### config.mk
export PLATFORM = sky130hd
export DESIGN_NAME = fpga_wrapper_top
export DESIGN_NICKNAME = d
export VERILOG_FILES = /design/src/source/fpga_wrapper_pkg.sv /design/src/source/sync_fifo.sv /design/src/source/wrapper_regs.sv /design/src/source/trng_feeder.sv /design/src/source/fpga_wrapper_top.sv
export SDC_FILE = /design/constraint.sdc
export NUM_CORES = 1
export LEC_CHECK = 0
export BUFFER_PORTS_ARGS = -buffer_cell sky130_fd_sc_hd__buf_2
export CAP_MARGIN = 15
export CORE_ASPECT_RATIO = 0.7
export CORE_UTILIZATION = 50
export CTS_CLUSTER_DIAMETER = 150
export DETAILED_ROUTE_END_ITERATION = 8
export GPL_TIMING_DRIVEN = 1
export PLACE_DENSITY = 0.78
export SLEW_MARGIN = 10
export SYNTH_ARGS = -nofsm -noshare
export SYNTH_HDL_FRONTEND = slang
export SYNTH_SLANG_ARGS = --single-unit
### constraint.sdc
create_clock -name core_clk -period 3.5 [get_ports core_clk]
set_input_delay 0.35 -clock core_clk [delete_from_list [all_inputs] [get_ports core_clk]]
set_output_delay 0.35 -clock core_clk [all_outputs]
set_load 0.05 [all_outputs]
### src/source/fpga_wrapper_pkg.sv
/*
 * Shared types, register map and sizing for the FPGA support wrapper.
 * All RTL refers to these by scoped name, e.g. fpga_wrapper_pkg::reg_data_t.
 */

package fpga_wrapper_pkg;

    // Register port payloads
    typedef logic [3:0]  reg_addr_t;    // Word address
    typedef logic [31:0] reg_data_t;

    // FIFO payloads
    typedef logic [7:0]  log_char_t;
    typedef logic [31:0] trng_word_t;   // As written by software
    typedef logic [3:0]  trng_nibble_t; // As delivered to the consumer

    // Entropy output bookkeeping
    typedef logic [3:0]  credit_cnt_t;
    typedef logic [2:0]  nibble_idx_t;  // Selects one nibble of the head word

    localparam int LOG_FIFO_DEPTH   = 16;
    localparam int TRNG_FIFO_DEPTH  = 8;
    localparam int TRNG_CREDIT_MAX  = 8;
    localparam int NIBBLES_PER_WORD = $bits(trng_word_t) / $bits(trng_nibble_t);

    localparam reg_data_t FPGA_VERSION = 32'h0001_0200;

    // Register map
    localparam reg_addr_t ADDR_VERSION      = 4'd0;
    localparam reg_addr_t ADDR_CONTROL      = 4'd1;
    localparam reg_addr_t ADDR_TRNG_DIVISOR = 4'd2;
    localparam reg_addr_t ADDR_TRNG_DATA    = 4'd3; // Write only
    localparam reg_addr_t ADDR_STATUS       = 4'd4;
    localparam reg_addr_t ADDR_LOG_DATA     = 4'd5; // Read pops
    localparam reg_addr_t ADDR_CYCLE_COUNT  = 4'd6;

    // Control register fields
    localparam int CTRL_CORE_RUN        = 0;
    localparam int CTRL_TRNG_FIFO_RESET = 1; // Holds entropy path empty while set

    // Status register fields
    localparam int STAT_LOG_EMPTY  = 0;
    localparam int STAT_LOG_FULL   = 1;
    localparam int STAT_TRNG_EMPTY = 2;
    localparam int STAT_TRNG_FULL  = 3;

    // Log data word, char in [7:0]
    localparam int LOG_VALID_BIT = 8;

endpackage

### src/source/sync_fifo.sv
/*
 * First-word-fall-through synchronous FIFO, payload given by type parameter.
 * Head entry is visible combinationally; pop advances it at the clock edge.
 */

`timescale 1ns/100ps

module sync_fifo #(
    parameter type payload_t = logic [7:0],
    parameter int  DEPTH     = 16
) (
    input  logic     core_clk,
    input  logic     hwif_out,
    input  logic     flush,
    input  logic     push,
    input  payload_t push_data,
    input  logic     pop,
    output payload_t head,
    output logic     empty,
    output logic     full
);

    payload_t                     mem [DEPTH];
    logic [$clog2(DEPTH)-1:0]     wr_ptr;
    logic [$clog2(DEPTH)-1:0]     rd_ptr;
    logic [$clog2(DEPTH+1)-1:0]   count;  // Occupancy
    logic                         do_push;
    logic                         do_pop;

    // Overflow and underflow requests are dropped here
    assign do_push = push && !full && !flush;
    assign do_pop  = pop && !empty && !flush;

    assign head  = mem[rd_ptr];
    assign empty = (count == '0);
    assign full  = (count == DEPTH);

    always_ff @(posedge core_clk or negedge hwif_out) begin
        if (!hwif_out) begin
            wr_ptr <= '0;
            rd_ptr <= '0;
            count  <= '0;
        end else if (flush) begin
            wr_ptr <= '0;
            rd_ptr <= '0;
            count  <= '0;
        end else begin
            if (do_push) begin
                wr_ptr <= (wr_ptr == DEPTH - 1) ? '0 : wr_ptr + 1'b1;
            end
            if (do_pop) begin
                rd_ptr <= (rd_ptr == DEPTH - 1) ? '0 : rd_ptr + 1'b1;
            end
            case ({do_push, do_pop})
                2'b10:   count <= count + 1'b1;
                2'b01:   count <= count - 1'b1;
                default: count <= count; // Both or neither
            endcase
        end
    end

    // Storage array
    always_ff @(posedge core_clk) begin
        if (do_push) begin
            mem[wr_ptr] <= push_data;
        end
    end

endmodule

### src/source/wrapper_regs.sv
/*
 * Register block of the wrapper: decode, control and divisor registers,
 * status, cycle counter, log FIFO readout and entropy FIFO fill.
 * Reads return data with reg_rvalid exactly one cycle after reg_rd.
 */

`timescale 1ns/100ps

module wrapper_regs (
    input  logic                         core_clk,
    input  logic                         hwif_out,

    // Register strobe port
    input  logic                         reg_wr,
    input  logic                         reg_rd,
    input  fpga_wrapper_pkg::reg_addr_t  reg_addr,
    input  fpga_wrapper_pkg::reg_data_t  reg_wdata,
    output fpga_wrapper_pkg::reg_data_t  reg_rdata,
    output logic                         reg_rvalid,

    // Log character input
    input  logic                         log_valid,
    input  fpga_wrapper_pkg::log_char_t  log_char,

    // To the entropy feeder
    output fpga_wrapper_pkg::reg_data_t  trng_divisor,
    output logic                         trng_flush,
    output fpga_wrapper_pkg::trng_word_t fifo_word,
    output logic                         fifo_empty,
    input  logic                         fifo_pop
);

    fpga_wrapper_pkg::reg_data_t control;
    fpga_wrapper_pkg::reg_data_t divisor;
    fpga_wrapper_pkg::reg_data_t cycle_count;
    fpga_wrapper_pkg::reg_data_t status;
    fpga_wrapper_pkg::reg_data_t rdata_next;
    fpga_wrapper_pkg::log_char_t log_head;
    logic                        log_empty;
    logic                        log_full;
    logic                        log_pop;
    logic                        trng_push;
    logic                        trng_full;

    assign trng_divisor = divisor;
    assign trng_flush   = control[fpga_wrapper_pkg::CTRL_TRNG_FIFO_RESET];

    // Reading the log data register consumes the head character
    assign log_pop   = reg_rd && (reg_addr == fpga_wrapper_pkg::ADDR_LOG_DATA);
    assign trng_push = reg_wr && (reg_addr == fpga_wrapper_pkg::ADDR_TRNG_DATA);

    always_ff @(posedge core_clk or negedge hwif_out) begin
        if (!hwif_out) begin
            control <= '0;
            divisor <= '0;
        end else if (reg_wr) begin
            if (reg_addr == fpga_wrapper_pkg::ADDR_CONTROL) begin
                control <= reg_wdata;
            end
            if (reg_addr == fpga_wrapper_pkg::ADDR_TRNG_DIVISOR) begin
                divisor <= reg_wdata;
            end
        end
    end

    // Free-running while the core is released
    always_ff @(posedge core_clk or negedge hwif_out) begin
        if (!hwif_out) begin
            cycle_count <= '0;
        end else if (!control[fpga_wrapper_pkg::CTRL_CORE_RUN]) begin
            cycle_count <= '0;
        end else begin
            cycle_count <= cycle_count + 1'b1;
        end
    end

    always_comb begin
        status = '0;
        status[fpga_wrapper_pkg::STAT_LOG_EMPTY]  = log_empty;
        status[fpga_wrapper_pkg::STAT_LOG_FULL]   = log_full;
        status[fpga_wrapper_pkg::STAT_TRNG_EMPTY] = fifo_empty;
        status[fpga_wrapper_pkg::STAT_TRNG_FULL]  = trng_full;
    end

    // Read mux, unmapped and write-only addresses return zero
    always_comb begin
        rdata_next = '0;
        case (reg_addr)
            fpga_wrapper_pkg::ADDR_VERSION:      rdata_next = fpga_wrapper_pkg::FPGA_VERSION;
            fpga_wrapper_pkg::ADDR_CONTROL:      rdata_next = control;
            fpga_wrapper_pkg::ADDR_TRNG_DIVISOR: rdata_next = divisor;
            fpga_wrapper_pkg::ADDR_STATUS:       rdata_next = status;
            fpga_wrapper_pkg::ADDR_CYCLE_COUNT:  rdata_next = cycle_count;
            fpga_wrapper_pkg::ADDR_LOG_DATA: begin
                if (!log_empty) begin
                    rdata_next[$bits(fpga_wrapper_pkg::log_char_t)-1:0] = log_head;
                    rdata_next[fpga_wrapper_pkg::LOG_VALID_BIT]          = 1'b1;
                end
            end
            default: rdata_next = '0;
        endcase
    end

    always_ff @(posedge core_clk or negedge hwif_out) begin
        if (!hwif_out) begin
            reg_rvalid <= 1'b0;
        end else begin
            reg_rvalid <= reg_rd;
        end
    end

    always_ff @(posedge core_clk) begin
        if (reg_rd) begin
            reg_rdata <= rdata_next; // Sampled in the read cycle
        end
    end

    sync_fifo #(
        .payload_t (fpga_wrapper_pkg::log_char_t),
        .DEPTH     (fpga_wrapper_pkg::LOG_FIFO_DEPTH)
    ) log_fifo (
        .core_clk  (core_clk),
        .hwif_out  (hwif_out),
        .flush     (1'b0),
        .push      (log_valid),  // Dropped when full
        .push_data (log_char),
        .pop       (log_pop),
        .head      (log_head),
        .empty     (log_empty),
        .full      (log_full)
    );

    sync_fifo #(
        .payload_t (fpga_wrapper_pkg::trng_word_t),
        .DEPTH     (fpga_wrapper_pkg::TRNG_FIFO_DEPTH)
    ) trng_fifo (
        .core_clk  (core_clk),
        .hwif_out  (hwif_out),
        .flush     (trng_flush),
        .push      (trng_push),
        .push_data (reg_wdata),
        .pop       (fifo_pop),
        .head      (fifo_word),
        .empty     (fifo_empty),
        .full      (trng_full)
    );

endmodule

### src/source/trng_feeder.sv
/*
 * Unpacks entropy words into nibbles for the consumer, low nibble first.
 * A nibble goes out only with a credit held, data present and the throttle
 * counter at zero; each send reloads the throttle with the divisor.
 */

`timescale 1ns/100ps

module trng_feeder (
    input  logic                           core_clk,
    input  logic                           hwif_out,
    input  fpga_wrapper_pkg::reg_data_t    trng_divisor,
    input  logic                           trng_flush,
    input  fpga_wrapper_pkg::trng_word_t   fifo_word,
    input  logic                           fifo_empty,
    output logic                           fifo_pop,
    input  logic                           trng_credit,
    output logic                           trng_valid,
    output fpga_wrapper_pkg::trng_nibble_t trng_data
);

    fpga_wrapper_pkg::credit_cnt_t credit_cnt;
    fpga_wrapper_pkg::reg_data_t   throttle_cnt;
    fpga_wrapper_pkg::nibble_idx_t nibble_idx;
    logic                          send;
    logic                          last_nibble;

    assign send = (credit_cnt != '0) && !fifo_empty && (throttle_cnt == '0) && !trng_flush;

    assign last_nibble = (nibble_idx ==
                          fpga_wrapper_pkg::nibble_idx_t'(fpga_wrapper_pkg::NIBBLES_PER_WORD - 1));

    // Head word leaves the FIFO together with its last nibble
    assign fifo_pop = send && last_nibble;

    // Credit in and send out in one cycle cancel each other
    always_ff @(posedge core_clk or negedge hwif_out) begin
        if (!hwif_out) begin
            credit_cnt <= '0;
        end else begin
            case ({trng_credit, send})
                2'b10:   credit_cnt <= credit_cnt + 1'b1;
                2'b01:   credit_cnt <= credit_cnt - 1'b1;
                default: credit_cnt <= credit_cnt;
            endcase
        end
    end

    always_ff @(posedge core_clk or negedge hwif_out) begin
        if (!hwif_out) begin
            throttle_cnt <= '0;
        end else if (send) begin
            throttle_cnt <= trng_divisor;         // Spacing of divisor+1 cycles
        end else if (throttle_cnt != '0) begin
            throttle_cnt <= throttle_cnt - 1'b1;
        end
    end

    always_ff @(posedge core_clk or negedge hwif_out) begin
        if (!hwif_out) begin
            nibble_idx <= '0;
        end else if (trng_flush) begin
            nibble_idx <= '0;                     // Partial word is discarded
        end else if (send) begin
            nibble_idx <= nibble_idx + 1'b1;      // Wraps after the last nibble
        end
    end

    always_ff @(posedge core_clk or negedge hwif_out) begin
        if (!hwif_out) begin
            trng_valid <= 1'b0;
        end else begin
            trng_valid <= send;
        end
    end

    always_ff @(posedge core_clk) begin
        if (send) begin
            trng_data <= fifo_word[nibble_idx * $bits(fpga_wrapper_pkg::trng_nibble_t) +:
                                   $bits(fpga_wrapper_pkg::trng_nibble_t)];
        end
    end

endmodule

### src/source/fpga_wrapper_top.sv
/*
 * Top level of the wrapper. Connects the register block to the entropy
 * feeder; the consumer grants nibbles with trng_credit pulses.
 */

`timescale 1ns/100ps

module fpga_wrapper_top (
    input  logic                           core_clk,
    input  logic                           hwif_out,

    input  logic                           reg_wr,
    input  logic                           reg_rd,
    input  fpga_wrapper_pkg::reg_addr_t    reg_addr,
    input  fpga_wrapper_pkg::reg_data_t    reg_wdata,
    output fpga_wrapper_pkg::reg_data_t    reg_rdata,
    output logic                           reg_rvalid,

    input  logic                           log_valid,
    input  fpga_wrapper_pkg::log_char_t    log_char,

    input  logic                           trng_credit,
    output logic                           trng_valid,
    output fpga_wrapper_pkg::trng_nibble_t trng_data
);

    fpga_wrapper_pkg::reg_data_t  trng_divisor;
    fpga_wrapper_pkg::trng_word_t fifo_word;
    logic                         trng_flush;
    logic                         fifo_empty;
    logic                         fifo_pop;

    wrapper_regs wrapper_regs_inst (
        .core_clk     (core_clk),
        .hwif_out     (hwif_out),
        .reg_wr       (reg_wr),
        .reg_rd       (reg_rd),
        .reg_addr     (reg_addr),
        .reg_wdata    (reg_wdata),
        .reg_rdata    (reg_rdata),
        .reg_rvalid   (reg_rvalid),
        .log_valid    (log_valid),
        .log_char     (log_char),
        .trng_divisor (trng_divisor),
        .trng_flush   (trng_flush),
        .fifo_word    (fifo_word),
        .fifo_empty   (fifo_empty),
        .fifo_pop     (fifo_pop)
    );

    // Entropy nibble stream
    trng_feeder trng_feeder_inst (
        .core_clk     (core_clk),
        .hwif_out     (hwif_out),
        .trng_divisor (trng_divisor),
        .trng_flush   (trng_flush),
        .fifo_word    (fifo_word),
        .fifo_empty   (fifo_empty),
        .fifo_pop     (fifo_pop),
        .trng_credit  (trng_credit),
        .trng_valid   (trng_valid),
        .trng_data    (trng_data)
    );

endmodule

* Word level (Yosys, flattened, before mapping) *
Memories as Yosys holds them, arrays and structs flattened.
Cells that the tools add are included.

word-level totals
  bits in registers = 196
  logic and storage cells = 107
  memory bits (writable) = 384
  memories = 2
  input bits = 50

cells by class
  reduce and logical (&&, ||, !) cells = 32
  shift operators = 1
  add/sub/neg operators = 13
  eq/ne operators = 19
  muxes and demuxes = 24

memories
  memory                           words  width  read ports  clocked after memory_dff  wr ports  line             text
  wrapper_regs_inst.trng_fifo.mem  8      32     1           0                         1         sync_fifo.sv:23  payload_t mem [DEPTH];
  wrapper_regs_inst.log_fifo.mem   16     8      1           0                         1         sync_fifo.sv:23

operators with widths
  kind                                                 number
  2-to-1 mux 32 bit                                    3
  case mux 23 bit (4 select lines)                     1
  case mux 9 bit (5 select lines)                      1
  adder 32 x 1 -> 32 bit (second input constant)       1
  logical NOT 32 bit                                   1
  nonzero test 32 bit                                  1
  variable part select 32 x 6 -> 4 bit                 1
  subtractor 32 x 1 -> 32 bit (second input constant)  1
  2-to-1 mux 3 bit                                     8
  adder 4 x 1 -> 4 bit (second input constant)         4
  case mux 4 bit (2 select lines)                      2
  == test 4 x 3 -> 1 bit (second input constant)       3
  == test 4 bit (second input constant)                3
  logical AND 1 bit                                    12
  2-to-1 mux 4 bit                                     3
  nonzero test 2 bit                                   6
  case mux 5 bit (2 select lines)                      1
  adder 3 x 1 -> 3 bit (second input constant)         3
  == test 3 bit (second input constant)                3
  2-to-1 mux 9 bit                                     1
  == test 4 x 2 -> 1 bit (second input constant)       2
  logical NOT 4 bit                                    2
  subtractor 4 x 1 -> 4 bit (second input constant)    2
  == test 2 x 1 -> 1 bit (second input constant)       3
  other kinds (11)                                     21

* Depth between registers and ports, before layout *
Gate-level depths: netlist of the first run.

  word-level depth = 11
  depth in mapped cells = 15
  gate-level depth less buffers = 13

* Modules after synthesis *
From an unflattened synthesis of the first run, not the netlist that was laid out.

second synthesis, totals
  cells, all modules = 1533
  area, all modules = 24677.4 um2

by module, submodules not included
  module                                   cells an instance  area each (um2)  times used
  sync_fifo (wrapper_regs_inst.trng_fifo)  451                10341.2          1
  sync_fifo (wrapper_regs_inst.log_fifo)   355                5864.4           1
  wrapper_regs                             442                5629.1           1
  trng_feeder                              285                2842.7           1

* Worst setup path after synthesis of the first run *
No wires, ideal clock.

  kind = in2reg
  start point = input reg_addr[1]
  end point = memory wrapper_regs_inst.trng_fifo.mem[0][0] (netlist name) (enable)
  setup time = 461 ps
  arrival time = 3556 ps
  setup slack = -517 ps
  cell stages on the path = 6
  cells stage by stage = clkbuf_1 nand4_1 a21oi_1 nor2b_1 nand2b_1 nor3_1

on the way
  longest elaborated chain between the ends = 6

RTL lines
  item                                    line                    text
  start, declared                         fpga_wrapper_top.sv:14  input fpga_wrapper_pkg::reg_addr_t reg_addr,
  == test 4 x 2 -> 1 bit                  wrapper_regs.sv:50      assign trng_push = reg_wr && (reg_addr == fpga_wrapper_pkg::ADDR_TRNG_DATA);
  logical AND 1 bit                       wrapper_regs.sv:50
  logical AND 1 bit (2 in series)         sync_fifo.sv:31         assign do_push = push && !full && !flush;
  2-to-1 mux 1 bit                        sync_fifo.sv:64         if (do_push) begin
  2-to-1 mux 1 bit (not written as such)  sync_fifo.sv:65         mem[wr_ptr] <= push_data;
  end, declared                           sync_fifo.sv:23

No other way between the ends.

* Worst setup path in the final report of the first run *
  start point = register trng_feeder_inst.throttle_cnt[24]
  end point = register wrapper_regs_inst.trng_fifo.count[3]

on the way
  longest elaborated chain between the ends = 9
  elaborated cells on any way between the ends = 11
  classes of those cells = eq/ne (2); mux (2); reduce/logical (7)

RTL lines
  item                                                     line               text
  start, declared                                          trng_feeder.sv:23  fpga_wrapper_pkg::reg_data_t throttle_cnt;
  start signal, assigned                                   trng_feeder.sv:53  throttle_cnt <= trng_divisor;
  start signal, assigned                                   trng_feeder.sv:55  throttle_cnt <= throttle_cnt - 1'b1;
  logical NOT 32 bit (*)                                   trng_feeder.sv:28  assign send = (credit_cnt != '0) && !fifo_empty && (throttle_cnt == '0) && !trng_flush;
  logical AND 1 bit (*) (2 in series)                      trng_feeder.sv:28
  logical AND 1 bit (*)                                    trng_feeder.sv:34  assign fifo_pop = send && last_nibble;
  logical AND 1 bit (*) (2 in series)                      sync_fifo.sv:32    assign do_pop = pop && !empty && !flush;
  == test 2 x 1 -> 1 bit or == test 2 bit (tied branches)  sync_fifo.sv:54    case ({do_push, do_pop})
  case mux 4 bit (2 select lines)                          sync_fifo.sv:54
  2-to-1 mux 4 bit                                         sync_fifo.sv:43    end else if (flush) begin
  end signal, assigned                                     sync_fifo.sv:55    2'b10: count <= count + 1'b1;
  end signal, assigned                                     sync_fifo.sv:56    2'b01: count <= count - 1'b1;
  end signal, assigned                                     sync_fifo.sv:57    default: count <= count;
  end, declared                                            sync_fifo.sv:26    logic [$clog2(DEPTH+1)-1:0] count;

Every way passes the cells marked *; elsewhere a longest branch is shown, timed or not.
A chain may end at the register's enable or synchronous reset.

==> metrics.md, run 1 <==
| Metric | Value |
|---|---|
| Max Cap Viol | 0 |
| Post-synth ARST share | 0.276 |
| Avg WL per Cell | 25.3 um |
| First-pass GRT wire length | 84200 um |
| Fin. Hold Viols | 0 |
| Largest net degree at the start of global routing | 93 |
| Type of origin of the critical path | register |
| Global route overflow | 0 |
| Non-filler cells, final | 2214 |
| Post-Syn Nets | 1513 |
| Period utilization | 0.958 |
| Commonest non-fill, non-tap cell in the layout | edfxtp_1 |
| Placed insts | 2107 |
| Status | finished, final reports clean |
| H-Tree Depth | 2 |
| Main combinational cell family by area after synthesis | multiplexers |
| Worst EP required | 3.98 ns |
| Cell family with most CP delay | simple AND/OR/NAND/NOR gates |
| Multiplexer share of the synthesized area | 0.137 |
| Synth Area in Compound Gates | 0.0513 |
| Clk pwr share | 0.362 |
| Sw Ratio | 0.259 |
| Chip Height | 185 um |
| CTS sink cnt | 580 |
| Latest clock arrival within the worst-skew pair | 0.61 ns |
| Synth cell types | 62 |
| Static Leakage | 9.84 nW |
| Critical path cell sequence | or4_4 > or4_4 > nor2_1 > nand4_1 > nor2_2 > ha_1 > ha_1 > a31o_2 > a221oi_1 > o21ai_0 > xor2_1 > nor2_1 |
| TritonCTS buffer count | 54 |
| Clock Skew | 0.0431 ns |
| Slew Limit Fails | 0 |
| Peak supply drop | 0.467 mV |
| Initial DRT Pass Iterations | 6 |
| Most frequent cells in the layout | 420 x edfxtp_1, 157 x dfrtp_1, 100 x mux4_2 |
| Post-detail-place hpwl | 35100 um |
| CTS tree | done |
| Synth Flop Type | edfxtp_1 |
| Worst min-delay path class | input port to register |
| Detail Route Antenna Nets | 0 |
| DP Area | 0.0254 mm2 |
| Fmax | 298 MHz |
| Mapped Cells | 1436 |
| Synth Area in Simple Gates | 0.0645 |
| Final worst slack | 0.148 ns |
| I/O pins | 88 |
| Internal power | 12.5 mW |
| Chip Width | 264 um |
| Register bit total from synthesis | 580 |
| Vias | 13798 |
| Fraction of layout instances using a drive strength above 1 | 0.261 |
| Post-synthesis sequential area ratio | 0.693 |
| Sequential Power Share | 0.504 |
| Port bufs | 87 |
| Number of remaining DRC errors | 0 |
| Post-route setup TNS | 0 ns |
| CP max stage delay | 0.55 ns |
| Crit end category | register |
| Worst-Margin Slew | 1.22 ns |
| Die Area | 0.0488 mm2 |
| Starting DRT DRC Count | 1819 |
| Post-Synth Adder-Cell Area | 0.0147 |
| Crit path DAT | 3.83 ns |
| P_sw | 4.37 mW |
| CP max-delay cell | or4_4 |
| Final setup vio count | 0 |
| Initial core utilization | 0.511 |
| XOR/XNOR Fraction of Synth Area | 0.0201 |
| # nets final | 1630 |
| Initial antenna violation count | 2 |
| Setup repair bufs after CTS | 0 |
| Pwr Density | 619 mW/mm2 |
| Routability cong. | 0.888 |
| Kind of critical path | register to register |
| Number of global-route vias before repair | 13667 |
| Tot GR Track Use | 0.230 |
| Synth Warn # | 0 |
| Clock buffer depth | 3 |
| DR vias/cell | 6.23 |
| Setup WS pre-CTS | 0.102 ns |
| Post-Syn Area | 0.0240 mm2 |
| Synth Area per Inst | 16.7 um2 |
| Final Instance Area | 0.0273 mm2 |
| CTS root buf | clkbuf_16 |
| Post-Route WL | 56100 um |
| Slew HR | 0.186 |
| Post-synth EDFFs | 420 |
| Clock transition at path regs | 0.07 ns |
| Combinational share of power | 0.134 |
| Area Growth Syn to Fin | 13.8% |
| Num rows | 66 |
| Fin util | 0.582 |
| Worst-path maximum fanout | 4 |
| Min Tclk post-route | 3.35 ns |
| Core Box Area | 0.0469 mm2 |
| Buf+Inv Stages, Crit Path | 0 |
| Fillers | 3438 |
==> what timing repair did <==
action	CTS	global route
hold endpoints to repair	68	0
hold buffers	1	0
endpoints found under the setup margin	0	1
resized for setup	0	3
==> worst reg2reg max path, stage by stage (launching register included) <==
cell	delay [ns]
dfrtp_1	0.41
or4_4	0.55
or4_4	0.44
nor2_1	0.12
nand4_1	0.20
nor2_2	0.18
ha_1	0.19
ha_1	0.28
a31o_2	0.26
a221oi_1	0.26
o21ai_0	0.14
xor2_1	0.14
nor2_1	0.05
==> Yosys cell counts, types with 30 or more instances <==
library cell,count,area share
edfxtp_1,420,0.53
dfrtp_1,160,0.17
mux4_2,100,0.094
mux2_2,72,0.034
nor2_1,62,0.0097
nand2_1,52,0.0081
clkbuf_1,49,0.0077
inv_1,43,0.0067
a21oi_1,38,0.0079
xnor2_1,38,0.014
nor3_1,34,0.0071
nand3_1,33,0.0069
and2_1,31,0.0081
a222oi_1,30,0.013
==> per-stage QoR <==
stage / hold WS [ns] / power [mW]
final: 0.0627 / 16.9
after global routing: 0.0604 / 17.5
after CTS: 0.0509 / 16.9
after detailed placement: 0.404 / 10.8
after global placement: 0.402 / 10.7
after floorplan: 0.0544 / 10.0
==> metal layers <==
| layer | GRT usage | routed length (um) |
|---|---|---|
| met1 | 0.337 | 23900 |
| met2 | 0.354 | 25800 |
| met3 | 0.0552 | 5600 |
| met4 | 0.0489 | 844 |
| met5 | 0 | 0 |
==> cell type report <==
| cell class | instances | area, um2 | share of cell area |
|---|---|---|---|
| Sequential cell | 580 | 16600 | 0.609 |
| Multi-Input combinational cell | 743 | 7000 | 0.257 |
| Clock buffer | 74 | 1490 | 0.0545 |
| Timing Repair Buffer | 131 | 862 | 0.0316 |
| Tap cell | 612 | 766 | 0.0281 |
| Clock inverter | 28 | 372 | 0.0136 |
| Inverter | 43 | 161 | 0.00592 |
| Antenna cell | 3 | 7.51 | 0.000275 |
==> kinds of logic (layout without fill, tap and decap cells) <==
family          after synthesis  count (layout)
flops                       580             580
simple gates                296             296
mux                         195             195
compound gates              170             170
buf+inv                     113             276
xor+xnor                     55              55
fa+ha+maj                    27              27
other cells                   0               3
==> power by group through the flow <==
stage	sequential (mW)	combinational, mW	clock, mW
after detailed placement	8.60	2.24	0
final	8.50	2.27	6.11
after floorplan	8.47	1.57	0
after global placement	8.56	2.14	0
after CTS	8.48	2.26	6.18
after global routing	8.55	2.46	6.44
==> worst paths after layout <==
check                                                                    from                                          endpoint  slack, ns  depth (start not counted)
worst min register to register  trng_feeder_inst.throttle_cnt[19]$_DFFE_PN0P_     trng_feeder_inst.throttle_cnt[19]$_DFFE_PN0P_       0.49                          1
worst max register to register  trng_feeder_inst.throttle_cnt[24]$_DFFE_PN0P_  wrapper_regs_inst.trng_fifo.count[3]$_DFFE_PN0P_       0.15                         12
max in group asynchronous                                            hwif_out       wrapper_regs_inst.cycle_count[14]$_DFF_PN0_       2.20                          3
min in group asynchronous                                            hwif_out       wrapper_regs_inst.cycle_count[27]$_DFF_PN0_       0.33                          2
worst max-delay path            trng_feeder_inst.throttle_cnt[24]$_DFFE_PN0P_  wrapper_regs_inst.trng_fifo.count[3]$_DFFE_PN0P_       0.15                         12
worst min-delay path                                            reg_wdata[22]  wrapper_regs_inst.trng_fifo.mem[7][22]$_DFFE_PP_       0.06                          1
==> registers in the layout, summed over array words and instances, names as in the netlist, 5 cells and up <==
signal / count
wrapper_regs_inst.control: 32
wrapper_regs_inst.log_fifo.count: 5
wrapper_regs_inst.cycle_count: 32
wrapper_regs_inst.trng_divisor: 32
wrapper_regs_inst.reg_rdata: 32
wrapper_regs_inst.trng_fifo.mem: 256
trng_feeder_inst.throttle_cnt: 32
wrapper_regs_inst.log_fifo.mem: 128
Power figures use the tool's default switching activity.
==> inputs of run 2 (changes only) <==
--- a/config.mk
+++ b/config.mk
@@ -11,8 +11,9 @@
 export CORE_UTILIZATION = 50
 export CTS_CLUSTER_DIAMETER = 150
 export DETAILED_ROUTE_END_ITERATION = 8
-export GPL_TIMING_DRIVEN = 1
+export GPL_TIMING_DRIVEN = 0
 export PLACE_DENSITY = 0.78
+export SETUP_SLACK_MARGIN = 0.15
 export SLEW_MARGIN = 10
 export SYNTH_ARGS = -nofsm -noshare
 export SYNTH_HDL_FRONTEND = slang
==> run 2 against run 1 <==
Clock power shrank 2%; cell count increased by 2.3%; sequential share of layout area down 0.95 points; critical path type unchanged; flip-flop and latch count stayed put; global-route usage rose by 1.3 points; first-iteration DRC count is 8.2% higher; count of clock-buffer cells in the layout is 1 lower; critical endpoint is now trng_feeder_inst.credit_cnt[3]$_DFFE_PN0P_; non-clock buffer count is 58 higher; maximum frequency is 2.2% lower.
==> metrics.md, run 2 (synthesized netlist as in run 1, its figures left out) <==
| Metric | Value |
|---|---|
| CP max stage delay | 0.55 ns (about the same) |
| Initial core utilization | 0.511 (unchanged) |
| Initial antenna violation count | 4 (+2) |
| Core Box Area | 0.0469 mm2 (unchanged) |
| Post-Route WL | 58400 um (+4.1%) |
| Final setup vio count | 0 (unchanged) |
| TritonCTS buffer count | 54 (unchanged) |
| Global route overflow | 0 (unchanged) |
| Fin util | 0.591 (+0.00902) |
| RSZ-0062 raised after global routing | true |
| Reg-to-Reg Start | trng_feeder_inst.throttle_cnt[24]$_DFFE_PN0P_ |
| Avg WL per Cell | 25.8 um (+1.7%) |
| Vias | 14136 (+2.4%) |
| Kind of critical path | register to register |
| Largest reg by FF count | wrapper_regs_inst.trng_fifo.mem |
| # nets final | 1688 (+3.6%) |
| Sequential Power Share | 0.501 (-0.003) |
| Most frequent cells in the layout | 420 x edfxtp_1, 160 x dfrtp_1, 100 x mux4_2 |
| Crit end category | register |
| Min Tclk post-route | 3.43 ns (+0.0743 ns) |
| Tot GR Track Use | 0.243 (+0.0129) |
| Number of remaining DRC errors | 0 (unchanged) |
| Num rows | 66 (unchanged) |
| Clock Skew | 0.0368 ns (-0.00631 ns) |
| Slew Limit Fails | 0 (unchanged) |
| CTS sink cnt | 580 (unchanged) |
| Post-route setup TNS | 0 ns (unchanged) |
| Worst EP required | 3.98 ns (about the same) |
| Slew HR | 0.245 (+0.0592) |
| Worst min-delay path class | input port to register |
| Fin. Hold Viols | 0 (unchanged) |
| Clk pwr share | 0.354 (-0.008) |
| Type of origin of the critical path | register |
| Static Leakage | 9.96 nW (+1.1%) |
| CTS root buf | clkbuf_16 |
| Largest net degree at the start of global routing | 93 (unchanged) |
| Period utilization | 0.979 (+0.0212) |
| P_sw | 4.41 mW (+0.82%) |
| Commonest non-fill, non-tap cell in the layout | edfxtp_1 |
| Fillers | 3331 (-3.1%) |
| Chip Width | 264 um (unchanged) |
| CP max-delay cell | or4_4 |
| Fraction of layout instances using a drive strength above 1 | 0.271 (+0.00961) |
| Initial DRT Pass Iterations | 7 (+1) |
| Chip Height | 185 um (unchanged) |
| Die Area | 0.0488 mm2 (unchanged) |
| Crit path DAT | 3.91 ns (+0.08 ns) |
| Latest clock arrival within the worst-skew pair | 0.60 ns (about the same) |
| WHS Path Cells | 1 (unchanged) |
| Critical path cell sequence | or4_4 > or4_4 > buf_6 > nor2_4 > nand4_1 > buf_4 > buf_6 > nor2_4 > ha_4 > ha_4 > a21o_1 > a21oi_2 > xnor2_1 > nor2_1 > xor2_1 |
| Pwr Density | 609 mW/mm2 (-1.6%) |
| Detail Route Antenna Nets | 0 (unchanged) |
| DR vias/cell | 6.24 (about the same) |
| Final Instance Area | 0.0277 mm2 (+1.6%) |
| Max Cap Viol | 0 (unchanged) |
| Status | finished, final reports clean |
| Max reg flops | 256 (unchanged) |
| CTS tree | done |
| Routability cong. | 0.908 (+2.2%) |
| DP Area | 0.0255 mm2 (+0.64%) |
| First-pass GRT wire length | 88000 um (+4.4%) |
| Number of global-route vias before repair | 14309 (+4.7%) |
| Area Growth Syn to Fin | 15.6% |
| Starting DRT DRC Count | 1969 (+8.2%) |
| Worst-path maximum fanout | 3 (-1) |
| Largest regs | wrapper_regs_inst.trng_fifo.mem (256), wrapper_regs_inst.log_fifo.mem (128) |
| Worst-Margin Slew | 1.13 ns (-0.0884 ns) |
| Post-detail-place hpwl | 39000 um (+11%) |
| I/O pins | 88 (unchanged) |
| Sw Ratio | 0.261 (+0.00228) |
| Clock buffer depth | 3 (unchanged) |
| Combinational share of power | 0.145 (+0.011) |
| H-Tree Depth | 2 (unchanged) |
| Hold EP | wrapper_regs_inst.trng_fifo.mem[0][12]$_DFFE_PP_ |
| Worst hold start | reg_wdata[12] |
| R2r endpoint | trng_feeder_inst.credit_cnt[3]$_DFFE_PN0P_ |
| Clock transition at path regs | 0.07 ns (about the same) |
| Internal reg-to-reg setup slack | 0.07 ns (-0.07 ns) |
| Internal power | 12.5 mW (-0.37%) |
| Peak supply drop | 0.405 mV (-13%) |
| Port bufs | 85 (-2.3%) |
| Fmax | 292 MHz (-2.2%) |
| R2r worst-path depth | 15 (+3) |
==> run 2: changes by cell type in the layout (fill, tap and decap cells not counted), sizes merged <==
cell	before	now
clkinvlp	0	5
diode	3	1
clkinv	19	14
clkbuf	74	131
bufinv	7	5
inv	45	44
==> run 2: worst max path at each step <==
| stage | start | end | slack, ns |
|---|---|---|---|
| 3_3_place_gp | reg_addr[3] | wrapper_regs_inst.trng_fifo.mem[3][4]$_DFFE_PP_ | -1.48 |
| 4_1_cts | trng_feeder_inst.throttle_cnt[27]$_DFFE_PN0P_ | trng_feeder_inst.credit_cnt[3]$_DFFE_PN0P_ | 0.1 |
| 5_1_grt | trng_feeder_inst.throttle_cnt[24]$_DFFE_PN0P_ | trng_feeder_inst.credit_cnt[3]$_DFFE_PN0P_ | -0.04 |
| 3_5_place_dp | trng_feeder_inst.throttle_cnt[24]$_DFFE_PN0P_ | trng_feeder_inst.credit_cnt[3]$_DFFE_PN0P_ | -0.68 |
| 2_1_floorplan | trng_feeder_inst.throttle_cnt[24]$_DFFE_PN0P_ | trng_feeder_inst.credit_cnt[3]$_DFFE_PN0P_ | 0.14 |
| 6_report | trng_feeder_inst.throttle_cnt[24]$_DFFE_PN0P_ | trng_feeder_inst.credit_cnt[3]$_DFFE_PN0P_ | 0.07 |
==> run 2: routing by layer <==
layer	up-vias	global-route usage	wire [um]
met5	-	0	26
met4	4	0.0753	1600
met3	111	0.0703	6570
met2	781	0.365	26300
met1	7237	0.346	23900
li1	6003	-	-
==> run 2: repair_timing <==
item                                    in CTS  in global routing
hold endpoints to repair                    91                  0
resized for setup                           23                 27
pin swaps                                    8                 20
endpoints found under the setup margin      14                 18
hold buffers                                 1                  0
buffers inserted                            13                  9
==> run 2: final cells by class <==
class,instances,area (um2),share of cell area
inverter,43,161,0.00583
multi-input combinational,743,7150,0.258
clock buffer,73,1520,0.0550
buffer,69,310,0.0112
sequential,580,16600,0.600
timing repair buffer,120,886,0.0320
tap,612,766,0.0276
antenna,1,2.50,0.0000903
clock inverter,25,285,0.0103
==> run 2: power groups by stage <==
stage	Clock [mW]	Sequential [mW]	Combinational, mW
after global placement	0	8.50	2.20
after floorplan	0	8.47	1.57
final	5.97	8.45	2.45
after global routing	6.31	8.50	2.66
after detailed placement	0	8.54	2.30
after CTS	6.04	8.41	2.40
==> run 2: through the flow <==
| step | hold WS [ns] | worst slack (ns) | cells | total power, mW |
|---|---|---|---|---|
| floorplan | 0.0544 | 0.136 | 1436 | 10.0 |
| global placement | 0.450 | -1.48 | 2133 | 10.7 |
| detailed placement | 0.424 | -0.684 | 2145 | 10.8 |
| CTS | 0.0487 | 0.0996 | 2256 | 16.9 |
| global route | 0.0563 | -0.0365 | 2266 | 17.5 |
| finish | 0.0689 | 0.0739 | 2266 | 16.9 |
==> run 2: worst max-delay path: cells and delay by family (launching register included) <==
family / cells / cell delay [ns]
and+or+nand+nor: 6 / 1.49
xor gates and xnor gates: 2 / 0.29
adders and majority gates: 2 / 0.37
buffers and inverters: 3 / 0.46
AOI/OAI and AO/OA: 2 / 0.28
DFF: 1 / 0.39
